<file path="src/design/rv_params.svh">
`ifndef RV_PARAMS_SVH
`define RV_PARAMS_SVH

// data and pc width
`define RV_XLEN 32
// register index width and count
`define RV_REG_AW 5
`define RV_NUM_REGS 32
// first fetch address out of reset
`define RV_RESET_PC 32'h0000_0000

`endif

</file>
<file path="src/design/rv_pkg.sv">
`include "rv_params.svh"

package rv_pkg;

	typedef logic [`RV_XLEN-1:0] word_t;
	typedef logic [`RV_REG_AW-1:0] reg_addr_t;

	// major opcodes of the supported subset
	localparam logic [6:0] opc_op = 7'b0110011;
	localparam logic [6:0] opc_op_imm = 7'b0010011;
	localparam logic [6:0] opc_lui = 7'b0110111;
	localparam logic [6:0] opc_branch = 7'b1100011;
	localparam logic [6:0] opc_jal = 7'b1101111;

	typedef enum logic [2:0] {
		alu_add,
		alu_sub,
		alu_and,
		alu_or,
		alu_xor,
		alu_slt,
		alu_pass_b
	} alu_op_e;

	typedef enum logic [1:0] {
		imm_i,
		imm_b,
		imm_u,
		imm_j
	} imm_kind_e;

	typedef enum logic [1:0] {
		fwd_rf,
		fwd_mem,
		fwd_wb
	} fwd_sel_e;

	typedef struct packed {
		alu_op_e alu_op;
		logic use_imm;
		logic reg_write;
		logic branch;
		logic branch_ne;
		logic jump;
	} ctrl_t;

	typedef struct packed {
		logic valid;
		word_t pc;
		word_t instr;
		logic predicted_taken;
	} fd_t;

	typedef struct packed {
		logic valid;
		word_t pc;
		reg_addr_t rs1;
		reg_addr_t rs2;
		reg_addr_t rd;
		word_t rs1_data;
		word_t rs2_data;
		word_t imm;
		ctrl_t ctrl;
		logic predicted_taken;
	} de_t;

	// also used for the memory-to-writeback register
	typedef struct packed {
		logic valid;
		word_t pc;
		reg_addr_t rd;
		logic reg_write;
		word_t result;
	} em_t;

	typedef struct packed {
		logic valid;
		word_t target;
	} redirect_t;

	typedef struct packed {
		logic valid;
		logic taken;
	} bp_update_t;

	typedef struct packed {
		logic valid;
		word_t pc;
		reg_addr_t rd;
		word_t data;
	} retire_t;

endpackage

</file>
<file path="src/design/rv_fetch.sv">
`timescale 1ns/1ps
`include "rv_params.svh"

module rv_fetch import rv_pkg::*; (
	input logic clk,
	input logic rstn,
	input word_t instr,
	input redirect_t redirect,
	input bp_update_t bp_update,
	input logic flush,
	output word_t pcf,
	output fd_t fd
);

	logic [1:0] bp_cnt;
	logic is_jal;
	logic is_branch;
	logic predict_taken;
	word_t imm_j;
	word_t imm_b;
	word_t pc_next;

	// just enough decode to steer the next pc
	assign is_jal = (instr[6:0] == opc_jal);
	assign is_branch = (instr[6:0] == opc_branch);
	assign predict_taken = is_branch && bp_cnt[1];

	assign imm_j = {{12{instr[31]}}, instr[19:12], instr[20], instr[30:21], 1'b0};
	assign imm_b = {{20{instr[31]}}, instr[7], instr[30:25], instr[11:8], 1'b0};

	// execute redirect wins over anything seen in fetch
	always_comb begin
		if (redirect.valid) begin
			pc_next = redirect.target;
		end else if (is_jal) begin
			pc_next = pcf + imm_j;
		end else if (predict_taken) begin
			pc_next = pcf + imm_b;
		end else begin
			pc_next = pcf + word_t'(4);
		end
	end

	always_ff @(posedge clk) begin
		if (!rstn) begin
			pcf <= `RV_RESET_PC;
		end else begin
			pcf <= pc_next;
		end
	end

	// global 2-bit saturating counter, strongly taken out of reset
	always_ff @(posedge clk) begin
		if (!rstn) begin
			bp_cnt <= 2'b11;
		end else if (bp_update.valid) begin
			if (bp_update.taken && bp_cnt != 2'b11) begin
				bp_cnt <= bp_cnt + 2'b01;
			end else if (!bp_update.taken && bp_cnt != 2'b00) begin
				bp_cnt <= bp_cnt - 2'b01;
			end
		end
	end

	always_ff @(posedge clk) begin
		if (!rstn || flush) begin
			fd.valid <= 1'b0;
		end else begin
			fd.valid <= 1'b1;
		end
		fd.pc <= pcf;
		fd.instr <= instr;
		fd.predicted_taken <= predict_taken;
	end

endmodule

</file>
<file path="src/design/rv_decode.sv">
`timescale 1ns/1ps

module rv_decode import rv_pkg::*; (
	input logic clk,
	input logic rstn,
	input fd_t fd,
	input logic flush,
	output reg_addr_t rs1,
	output reg_addr_t rs2,
	input word_t rs1_data,
	input word_t rs2_data,
	output de_t de
);

	word_t instr;
	ctrl_t ctrl;
	imm_kind_e imm_kind;
	word_t imm;
	logic supported;

	assign instr = fd.instr;
	assign rs1 = instr[19:15];
	assign rs2 = instr[24:20];

	always_comb begin
		ctrl = '0;
		ctrl.alu_op = alu_add;
		imm_kind = imm_i;
		supported = 1'b1;
		case (instr[6:0])
			opc_op: begin
				ctrl.reg_write = 1'b1;
				case ({instr[31:25], instr[14:12]})
					{7'h00, 3'b000}: ctrl.alu_op = alu_add;
					{7'h20, 3'b000}: ctrl.alu_op = alu_sub;
					{7'h00, 3'b111}: ctrl.alu_op = alu_and;
					{7'h00, 3'b110}: ctrl.alu_op = alu_or;
					{7'h00, 3'b100}: ctrl.alu_op = alu_xor;
					{7'h00, 3'b010}: ctrl.alu_op = alu_slt;
					default: supported = 1'b0;
				endcase
			end
			// addi only
			opc_op_imm: begin
				ctrl.reg_write = 1'b1;
				ctrl.use_imm = 1'b1;
				supported = (instr[14:12] == 3'b000);
			end
			opc_lui: begin
				ctrl.reg_write = 1'b1;
				ctrl.use_imm = 1'b1;
				ctrl.alu_op = alu_pass_b;
				imm_kind = imm_u;
			end
			opc_branch: begin
				ctrl.branch = 1'b1;
				ctrl.branch_ne = instr[12];
				ctrl.alu_op = alu_sub;
				imm_kind = imm_b;
				supported = (instr[14:13] == 2'b00);
			end
			opc_jal: begin
				ctrl.reg_write = 1'b1;
				ctrl.jump = 1'b1;
				imm_kind = imm_j;
			end
			default: supported = 1'b0;
		endcase
	end

	always_comb begin
		case (imm_kind)
			imm_i: imm = {{20{instr[31]}}, instr[31:20]};
			imm_b: imm = {{20{instr[31]}}, instr[7], instr[30:25], instr[11:8], 1'b0};
			imm_u: imm = {instr[31:12], 12'b0};
			default: imm = {{12{instr[31]}}, instr[19:12], instr[20], instr[30:21], 1'b0};
		endcase
	end

	// unsupported encodings leave as bubbles
	always_ff @(posedge clk) begin
		if (!rstn || flush) begin
			de.valid <= 1'b0;
		end else begin
			de.valid <= fd.valid && supported;
		end
		de.pc <= fd.pc;
		de.rs1 <= rs1;
		de.rs2 <= rs2;
		de.rd <= instr[11:7];
		de.rs1_data <= rs1_data;
		de.rs2_data <= rs2_data;
		de.imm <= imm;
		de.ctrl <= ctrl;
		de.predicted_taken <= fd.predicted_taken;
	end

endmodule

</file>
<file path="src/design/rv_regfile.sv">
`timescale 1ns/1ps
`include "rv_params.svh"

module rv_regfile import rv_pkg::*; (
	input logic clk,
	input logic rstn,
	input reg_addr_t rs1,
	input reg_addr_t rs2,
	output word_t rs1_data,
	output word_t rs2_data,
	input retire_t wb
);

	word_t regs [`RV_NUM_REGS];

	// x0 reads zero, a write in flight is seen by the read
	function automatic word_t read_port(reg_addr_t addr);
		if (addr == '0) begin
			return '0;
		end else if (wb.valid && wb.rd == addr) begin
			return wb.data;
		end
		return regs[addr];
	endfunction

	always_ff @(posedge clk) begin
		if (!rstn) begin
			for (int i = 0; i < `RV_NUM_REGS; i++) begin
				regs[i] <= '0;
			end
		end else if (wb.valid) begin
			regs[wb.rd] <= wb.data;
		end
	end

	always_comb begin
		rs1_data = read_port(rs1);
		rs2_data = read_port(rs2);
	end

endmodule

</file>
<file path="src/design/rv_hazard.sv">
`timescale 1ns/1ps

module rv_hazard import rv_pkg::*; (
	input de_t de,
	input em_t em,
	input em_t mw,
	input redirect_t redirect,
	output fwd_sel_e fwd_a,
	output fwd_sel_e fwd_b,
	output logic flush
);

	// youngest producer first, x0 is never forwarded
	function automatic fwd_sel_e pick_src(reg_addr_t src);
		if (src == '0) begin
			return fwd_rf;
		end else if (em.reg_write && em.rd == src) begin
			return fwd_mem;
		end else if (mw.reg_write && mw.rd == src) begin
			return fwd_wb;
		end
		return fwd_rf;
	endfunction

	always_comb begin
		fwd_a = pick_src(de.rs1);
		fwd_b = pick_src(de.rs2);
	end

	// kills fetch-to-decode and decode-to-execute together
	assign flush = redirect.valid;

endmodule

</file>
<file path="src/design/rv_execute.sv">
`timescale 1ns/1ps

module rv_execute import rv_pkg::*; (
	input logic clk,
	input logic rstn,
	input de_t de,
	input fwd_sel_e fwd_a,
	input fwd_sel_e fwd_b,
	input word_t mem_result,
	input word_t wb_result,
	output redirect_t redirect,
	output bp_update_t bp_update,
	output em_t em
);

	word_t op_a;
	word_t op_b;
	word_t alu_b;
	word_t alu_out;
	word_t pc_plus4;
	logic br_eq;
	logic br_taken;

	function automatic word_t fwd_pick(fwd_sel_e sel, word_t rf_val, word_t mem_val,
		word_t wb_val);
		case (sel)
			fwd_mem: return mem_val;
			fwd_wb: return wb_val;
			default: return rf_val;
		endcase
	endfunction

	assign op_a = fwd_pick(fwd_a, de.rs1_data, mem_result, wb_result);
	assign op_b = fwd_pick(fwd_b, de.rs2_data, mem_result, wb_result);
	assign alu_b = de.ctrl.use_imm ? de.imm : op_b;

	always_comb begin
		case (de.ctrl.alu_op)
			alu_add: alu_out = op_a + alu_b;
			alu_sub: alu_out = op_a - alu_b;
			alu_and: alu_out = op_a & alu_b;
			alu_or: alu_out = op_a | alu_b;
			alu_xor: alu_out = op_a ^ alu_b;
			alu_slt: alu_out = word_t'($signed(op_a) < $signed(alu_b));
			default: alu_out = alu_b;
		endcase
	end

	// beq and bne only
	assign br_eq = (op_a == op_b);
	assign br_taken = de.ctrl.branch && (de.ctrl.branch_ne ? !br_eq : br_eq);
	assign pc_plus4 = de.pc + word_t'(4);

	assign redirect.valid = de.valid && de.ctrl.branch && (br_taken != de.predicted_taken);
	assign redirect.target = br_taken ? de.pc + de.imm : pc_plus4;
	assign bp_update.valid = de.valid && de.ctrl.branch;
	assign bp_update.taken = br_taken;

	always_ff @(posedge clk) begin
		if (!rstn) begin
			em.valid <= 1'b0;
			em.reg_write <= 1'b0;
		end else begin
			em.valid <= de.valid;
			em.reg_write <= de.valid && de.ctrl.reg_write;
		end
		em.pc <= de.pc;
		em.rd <= de.rd;
		// jal links the return address
		em.result <= de.ctrl.jump ? pc_plus4 : alu_out;
	end

endmodule

</file>
<file path="src/design/rv_core.sv">
`timescale 1ns/1ps

module rv_core import rv_pkg::*; (
	input logic clk,
	input logic rstn,
	input word_t instr,
	output word_t pcf,
	output retire_t retire
);

	fd_t fd;
	de_t de;
	em_t em;
	em_t mw;
	redirect_t redirect;
	bp_update_t bp_update;
	logic flush;
	fwd_sel_e fwd_a;
	fwd_sel_e fwd_b;
	reg_addr_t rs1;
	reg_addr_t rs2;
	word_t rs1_data;
	word_t rs2_data;

	rv_fetch u_fetch (.clk, .rstn, .instr, .redirect, .bp_update, .flush, .pcf, .fd);

	rv_decode u_decode (.clk, .rstn, .fd, .flush, .rs1, .rs2, .rs1_data, .rs2_data, .de);

	rv_regfile u_regfile (.clk, .rstn, .rs1, .rs2, .rs1_data, .rs2_data, .wb(retire));

	rv_hazard u_hazard (.de, .em, .mw, .redirect, .fwd_a, .fwd_b, .flush);

	rv_execute u_execute (.clk, .rstn, .de, .fwd_a, .fwd_b, .mem_result(em.result),
		.wb_result(mw.result), .redirect, .bp_update, .em);

	// memory stage has no work, so this register follows execute directly
	always_ff @(posedge clk) begin
		if (!rstn) begin
			mw.valid <= 1'b0;
			mw.reg_write <= 1'b0;
		end else begin
			mw.valid <= em.valid;
			mw.reg_write <= em.reg_write;
		end
		mw.pc <= em.pc;
		mw.rd <= em.rd;
		mw.result <= em.result;
	end

	assign retire.valid = mw.valid && mw.reg_write && (mw.rd != '0);
	assign retire.pc = mw.pc;
	assign retire.rd = mw.rd;
	assign retire.data = mw.result;

endmodule

</file>
<file path="config.mk">
export PLATFORM = sky130hd
export DESIGN_NAME = rv_core
export DESIGN_NICKNAME = d
export VERILOG_FILES = /design/src/design/rv_pkg.sv /design/src/design/rv_fetch.sv /design/src/design/rv_decode.sv /design/src/design/rv_regfile.sv /design/src/design/rv_hazard.sv /design/src/design/rv_execute.sv /design/src/design/rv_core.sv
export VERILOG_INCLUDE_DIRS = /design/src /design/src/design
export SDC_FILE = /design/constraint.sdc
export NUM_CORES = 2
export LEC_CHECK = 0
export ABC_CLOCK_PERIOD_IN_PS = 11490
export BUFFER_PORTS_ARGS = -buffer_cell sky130_fd_sc_hd__buf_4
export CAP_MARGIN = 20
export CORE_UTILIZATION = 25
export CTS_BUF_LIST = sky130_fd_sc_hd__clkbuf_8
export CTS_CLUSTER_DIAMETER = 60
export DETAILED_ROUTE_END_ITERATION = 12
export GPL_ROUTABILITY_DRIVEN = 0
export PLACE_DENSITY = 0.35
export SLEW_MARGIN = 0
export SYNTH_ARGS = -nofsm -noshare
export SYNTH_HDL_FRONTEND = slang
export SYNTH_SLANG_ARGS = --single-unit
</file>
<file path="constraint.sdc">
create_clock -name clk -period 11.49 [get_ports clk]
set_clock_uncertainty 0.05 [all_clocks]
set_input_delay 2.298 -clock clk [delete_from_list [all_inputs] [get_ports clk]]
set_output_delay 2.298 -clock clk [all_outputs]
set_load 0.05 [all_outputs]
</file>
---- After elaboration in Yosys (flattened, before gate mapping) ----
Memories as Yosys holds them, arrays and structs flattened. A register that Yosys moved wholly into a read port is not among the register bits.
Cells that the tools add are included.
word-level totals
  memories kept ........................... 1
  word-level logic and storage cells ...... 169
  RAM bits ................................ 1024
  flip-flop bits (word level) ............. 395
memories
  memory          depth  bits a word  rd ports  clocked after Yosys merged registers in  wr ports  line              source
  u_regfile.regs  32     32           2         2                                        32        rv_regfile.sv:14  word_t regs [`RV_NUM_REGS];
operators by class
  magnitude comparators ................... 1
  mux-type cells .......................... 54
  bitwise operators ....................... 3
  reduce and logical (&&, ||, !) cells .... 38
  $add $sub $neg .......................... 9
  equality and inequality tests ........... 32
operators with widths
  kind                                                   count
  2-to-1 mux 32 bit                                      13
  one-hot mux 32 bit (6 select lines)                    1
  adder 32 bit                                           4
  one-hot mux 32 bit (2 select lines)                    2
  one-hot mux 31 bit (3 select lines)                    1
  adder 32 x 3 -> 32 bit (second input constant)         2
  bitwise AND 32 bit                                     1
  equality test 32 bit                                   1
  < comparator 32 bit                                    1
  bitwise OR 32 bit                                      1
  OR reduction 32 bit                                    1
  subtractor 32 bit                                      1
  bitwise XOR 32 bit                                     1
  equality test 10 x 3 -> 1 bit (second input constant)  3
  equality test 5 bit                                    6
  equality test 7 bit (second input constant)            4
  2-to-1 mux 2 bit                                       11
  2-to-1 mux 1 bit                                       21
  logical NOT 5 bit                                      4
  logical AND 1 bit                                      16
  one-hot mux 3 bit (5 select lines)                     1
  equality test 7 x 6 -> 1 bit (second input constant)   2
  equality test 10 x 2 -> 1 bit (second input constant)  1
  equality test 10 x 9 -> 1 bit (second input constant)  1
  other kinds (25)                                       37

---- Longest topological paths before layout ----
  depth after elaboration ................. 16
  gate-level depth with buffers ........... 22
  depth with buffers taken out ............ 19

---- Cells and area by module ----
Synthesis repeated with hierarchy kept, for this count alone.
second synthesis, totals
  cell total of the unflattened synthesis .. 6588
  area total of the unflattened synthesis .. 79526.3 um2
modules (own cells, without submodules)
  module      area an instance (um2)  cells each  times used  seq. area each (um2)
  rv_regfile  55663.4                 3795        1           30749.5
  rv_execute  11509.8                 1596        1           1421.4
  rv_fetch    6393.6                  769         1           2001.9
  rv_decode   3701.0                  247         1           3062.9
  rv_core     1968.1                  144         1           1421.4
  rv_hazard   290.3                   37          1           0.0

---- Least setup slack after synthesis ----
OpenSTA, ideal clock, no wires.
  kind .................................... input port to flip-flop
  start ................................... in rstn
  end ..................................... mem u_regfile.regs[17][0] (netlist bit), enable pin
  path slack .............................. 5564 ps
  library setup time ...................... 466 ps
  arrival ................................. 5410 ps
  cell stages on the path ................. 5
  buffers on the path ..................... 3
  path through ............................ clkbuf_1 nand4b_1 clkbuf_1 clkbuf_1 o21ai_0
RTL lines
  item             line              source
  start, declared  rv_core.sv:5      input logic rstn,
  end, declared    rv_regfile.sv:14

---- Final worst setup path ----
  start ................................... reg u_decode.de[111] (netlist name)
  end ..................................... reg u_execute.em[28] (netlist name)
between the ends
  cells in the longest elaborated chain, start to end .. 12
  elaborated cells on any way between the ends .. 22
RTL lines
  item                                                                 line              source
  equality test 5 bit                                                  rv_hazard.sv:19   end else if (mw.reg_write && mw.rd == src) begin
  logical AND 1 bit                                                    rv_hazard.sv:19
  2-to-1 mux 1 bit                                                     rv_hazard.sv:19
  2-to-1 mux 1 bit                                                     rv_hazard.sv:17   end else if (em.reg_write && em.rd == src) begin
  2-to-1 mux 1 bit                                                     rv_hazard.sv:15   if (src == '0) begin
  2-to-1 mux 2 bit *                                                   rv_hazard.sv:22   return fwd_rf;
  equality test 2 bit or equality test 2 x 1 -> 1 bit (tied branches)  rv_execute.sv:26  case (sel)
  one-hot mux 32 bit (2 select lines) *                                rv_execute.sv:26
  2-to-1 mux 32 bit *                                                  rv_execute.sv:35  assign alu_b = de.ctrl.use_imm ? de.imm : op_b;
  subtractor 32 bit, or another cell as far along                      rv_execute.sv:40  alu_sub: alu_out = op_a - alu_b;
  one-hot mux 32 bit (6 select lines) *                                rv_execute.sv:38  case (de.ctrl.alu_op)
  2-to-1 mux 32 bit *                                                  rv_execute.sv:70  em.result <= de.ctrl.jump ? pc_plus4 : alu_out;
Mark *: on every way between the ends. The rest lies on a longest branch, timed or not.
A chain may end at the register's enable or synchronous reset.

==> Implementation_results.wiki <==
{| class="wikitable"
! Metric !! Value
|-
| Status || complete, no violations
|-
| Final worst path period need || between 6000 and 7000 ps
|-
| Number of maximum-capacitance violations || 0
|-
| Ordered list of cells on the worst path || nor4_4 -> buf_4 -> nand2_1 -> buf_4 -> o2111a_1 -> buf_4 -> o311ai_0 -> mux2_2 -> ha_1 -> inv_1 -> fa_1 -> nor2b_1 -> o21bai_1 -> a21oi_1 -> o21ai_0 -> a21oi_1 -> o41ai_1 -> buf_4 -> a21oi_1 -> a2111oi_0 -> o211ai_1 -> o211ai_1 -> o21ai_0
|-
| Area of the core || 312200 um2
|-
| Final Hold Violating Endpoints || 0
|-
| Total number of placement rows || 205
|-
| Initial antenna violation count || 21
|-
| FFs w/ async S/R, synth || 0%
|-
| Starting density of the core || 25.16%
|-
| Num Clock Sinks || 1419
|-
| Worst hold path startpoint || u_fetch.fd[49]
|-
| Starting DRC count in detailed routing || 4864
|-
| Slowest stage cell, crit path || sky130_fd_sc_hd__a2111oi_0
|-
| Overall via count from detail_route || between 50000 and 60000
|-
| Total global routing track utilization || between 20% and 30%
|-
| Area leader, netlist || sky130_fd_sc_hd__edfxtp_1
|-
| Worst-Skew Late Latency || 960 ps
|-
| Total overflow reported by the global router || 0
|-
| Switching part of the total || 35.14%
|-
| TritonCTS buffer count || 286
|-
| Pint || 9.303 mW
|-
| Top achievable clock speed || between 100 and 150 MHz
|-
| First-pass DRT Iterations || 5
|-
| Cell area after synthesis || slightly below 80000 um2
|-
| Routed WL per cell || 30.53 um
|-
| Worst hold slack || 264.8 ps
|-
| Horizontal extent of the die || 562.5 um
|-
| H-tree depth || 5
|-
| Final HPWL from detailed placement || ~210000 um
|-
| Post-CTS Setup Repair Bufs || 0
|-
| Final count of pins violating max slew || 0
|-
| Die footprint || ~320000 um2
|-
| Detail Route Antenna Nets || 0
|-
| Share of power burned in combinational logic || about 22%
|-
| Wire length of the first global-routing pass || 455600 um
|-
| Portion of synthesized cell area occupied by the leading cell type || 39.15%
|-
| Final core occ || around 29%
|-
| Power per standard cell area || 160.7 nW/um2
|-
| Maximum number of pins on one net before global-route repair || 122
|-
| Layout cell share with drive strength beyond 1 || 22.52%
|-
| NumNets Final || 6558
|-
| DRC violations left || 0
|-
| Summed negative setup slack over all endpoints || 0 ps
|-
| Non-Filler Instances || 10685
|-
| CTS tree || built
|-
| Count of mapped cells out of synthesis || approximately 6400
|-
| Share of the yosys chip area belonging to registers || approximately half
|-
| Period utilization || 58.75%
|-
| Area of all placed cells without fillers || slightly below 90000 um2
|-
| Cell Count Post-Placement || a little over 10000
|-
| Area growth syn-to-layout || 13.62%
|-
| Count of endpoints failing setup in the final report || 0
|-
| Classification of the worst setup path || flop to flop
|-
| Pin slew with the least headroom to its limit || 1236 ps
|-
| Post-cts sizing count || 0
|-
| Leakage || 31.03 nW
|-
| Origin of the critical flop-to-flop path || u_decode.de[111]
|-
| Clock root buffer master || sky130_fd_sc_hd__clkbuf_8
|-
| Number of global-route vias before repair || around 57000
|-
| Reg-to-reg endpoint || u_execute.em[28]
|-
| Slew headroom || 17.61%
|-
| Port bufs || 135
|-
| Ys flop type || sky130_fd_sc_hd__edfxtp_1
|-
| Maximum resistive drop on vdd || roughly 0.00012 V
|-
| CP endpoint kind || flop
|-
| Register-to-register setup slack || between 4000 and 5000 ps
|-
| Arrival time at the worst endpoint || 7520 ps
|-
| Synth warnings || 0
|-
| Crit-path most repeated cell || sky130_fd_sc_hd__buf_4
|-
| Kind of launch point of the worst setup path || flop
|-
| Dpl cell area || approximately 84000 um2
|-
| Fraction of power consumed by the clock network || 34.9%
|-
| Worst hold endpoint || u_decode.de[136]
|-
| Post-synth EDFFs || 1024
|-
| Cell variety after synth || 90
|-
| Slowest cell delay on critical path || 690 ps
|-
| #FFs+latches synth || 1419
|-
| Post-DR vias/cell || 5.228
|-
| Number of cells on the worst hold path || 0
|-
| RSZ-0062 raised after global routing || false
|-
| Die H || 562.5 um
|-
| Number of buffers inserted for hold repair after clock tree synthesis || 0
|-
| IO Count || 136
|-
| Maximum count of clock buffers along a single path || 4
|-
| Required time of the worst setup path || 12260 ps
|-
| Syn avg cell area || 12.31 um2
|-
| Cell types with the largest area share after synthesis || sky130_fd_sc_hd__edfxtp_1 39%, sky130_fd_sc_hd__mux4_2 17%, sky130_fd_sc_hd__dfxtp_1 10%, sky130_fd_sc_hd__nor3_1 5.0%, sky130_fd_sc_hd__ha_1 2.9%
|-
| Final Routed Wirelength || 326200 um
|-
| Worst Reg2Reg Path Length in Cells || 23
|-
| Sequential fraction of design power || about 43%
|-
| Switching power || between 5 and 6 mW
|-
| Worst min-delay path category || flop to flop
|-
| Clock input transition at the sequential cells of the worst setup and hold paths || 70 ps
|-
| Max Fanout on Critical Path || 34
|}
[sequential cells by signal, summed over array words and instances (netlist names)]
register / cells
u_fetch.fd: 66
u_fetch.pcf: 32
u_execute.em: 71
u_fetch.bp_cnt: 2
u_decode.de: 153
u_regfile.regs: 1024
mw: 2
retire: 69
[cell families after synthesis]
kind of cell | after synthesis | share of synthesized area, %
xor+xnor | 194 | 2.173
compound gates | 1084 | 9.170
simple gates | 1802 | 11.83
other cells | 1 | 0.004775
mux | 786 | 19.85
fa+ha+maj | 186 | 3.011
buf+inv | 909 | 4.749
flops | 1419 | 49.22
[power groups by stage]
stage | Combinational, mW | Sequential, mW | Clock (mW)
floorplan | 1.96 | 6.04 | 0
global placement | 3.20 | 6.27 | 0
detailed placement | 3.19 | 6.27 | 0
CTS | 3.19 | 6.17 | 5.17
global route | 3.36 | 6.20 | 5.37
finish | 3.17 | 6.17 | 5.00
[layout make-up]
type,count,area (um2)
flip-flops and latches,1419,38700
clock buffers,311,4280
multi-input cells,4084,36720
inverters,219,823.3
repair buffers,328,2585
well taps,4140,5180
clock inverters,176,922.1
diodes,8,20.02
fillers,31916,222900
[worst max-delay path by stage]
stage | slack, ps | startpoint | depth (start not counted) | to
finish | 4740 | u_decode.de[111] | 23 | u_execute.em[28]
global route | 4410 | retire[34] | 22 | u_execute.em[28]
CTS | 4800 | retire[34] | 22 | u_execute.em[28]
detailed placement | 4870 | retire[34] | 22 | u_execute.em[28]
global placement | 4930 | u_decode.de[111] | 23 | u_execute.em[28]
floorplan | 5560 | rstn | 5 | u_regfile.regs[17][0]
[cells in the final DEF (no fill, tap or decap), types with 66 or more instances in the layout]
cell,count
sky130_fd_sc_hd__nor3_1,778
sky130_fd_sc_hd__mux2i_1,97
sky130_fd_sc_hd__a21o_1,73
sky130_fd_sc_hd__o21ai_0,226
sky130_fd_sc_hd__mux2_2,80
sky130_fd_sc_hd__and2_1,303
sky130_fd_sc_hd__dfxtp_1,379
sky130_fd_sc_hd__inv_1,303
sky130_fd_sc_hd__nor2_1,186
sky130_fd_sc_hd__nand2_1,239
sky130_fd_sc_hd__buf_4,317
sky130_fd_sc_hd__edfxtp_1,1024
sky130_fd_sc_hd__xnor2_1,126
sky130_fd_sc_hd__a21oi_1,200
sky130_fd_sc_hd__ha_1,181
sky130_fd_sc_hd__mux4_2,609
sky130_fd_sc_hd__clkbuf_8,311
sky130_fd_sc_hd__a211oi_1,101
sky130_fd_sc_hd__xor2_1,66
[routing by layer]
layer / GRT usage (%) / wire (um)
met5: 0 / 41
met1: 27.02 / 144200
met4: 5.470 / 8662
met2: 33.84 / 157300
met3: 3.032 / 16040
[synth_stat cells, types with 16 or more instances]
library cell	instances
sky130_fd_sc_hd__o21ai_0	257
sky130_fd_sc_hd__o211ai_1	51
sky130_fd_sc_hd__edfxtp_1	1024
sky130_fd_sc_hd__inv_1	216
sky130_fd_sc_hd__ha_1	181
sky130_fd_sc_hd__mux4_2	609
sky130_fd_sc_hd__nor2b_1	41
sky130_fd_sc_hd__nand4_1	55
sky130_fd_sc_hd__clkbuf_1	521
sky130_fd_sc_hd__a21o_1	73
sky130_fd_sc_hd__mux2_2	80
sky130_fd_sc_hd__xnor2_1	126
sky130_fd_sc_hd__dfxtp_1	395
sky130_fd_sc_hd__a221oi_1	29
sky130_fd_sc_hd__buf_2	20
sky130_fd_sc_hd__o21bai_1	21
sky130_fd_sc_hd__a21oi_1	200
sky130_fd_sc_hd__nand2_1	241
sky130_fd_sc_hd__or2_2	16
sky130_fd_sc_hd__xor2_1	67
sky130_fd_sc_hd__and2_1	304
sky130_fd_sc_hd__o31ai_1	20
sky130_fd_sc_hd__nand2b_1	18
sky130_fd_sc_hd__o22ai_1	47
sky130_fd_sc_hd__buf_4	70
sky130_fd_sc_hd__nand3_1	56
sky130_fd_sc_hd__o311ai_0	28
sky130_fd_sc_hd__mux2i_1	97
sky130_fd_sc_hd__nor3_1	779
sky130_fd_sc_hd__a22oi_1	24
sky130_fd_sc_hd__o2111ai_1	33
sky130_fd_sc_hd__a31oi_1	49
sky130_fd_sc_hd__nor2_1	186
sky130_fd_sc_hd__and3_1	32
sky130_fd_sc_hd__buf_1	75
sky130_fd_sc_hd__a211oi_1	101
[worst max-delay path, delay by kind of cell (launching register included)]
family / cells / cell delay, ps
muxes: 1 / 430
DFF: 1 / 390
and+or+nand+nor: 3 / 540
AOI/OAI and AO/OA: 12 / 3380
buffers and inverters: 5 / 1150
adders and majority gates: 2 / 650
[metrics by stage]
step / setup slack, ps / total power [mW]
2_1_floorplan: 5564 / 7.995
6_report: 4740 / 14.34
4_1_cts: 4800 / 14.53
3_5_place_dp: 4867 / 9.451
5_1_grt: 4412 / 14.93
3_3_place_gp: 4935 / 9.464
(Power assumes the default switching activity.)
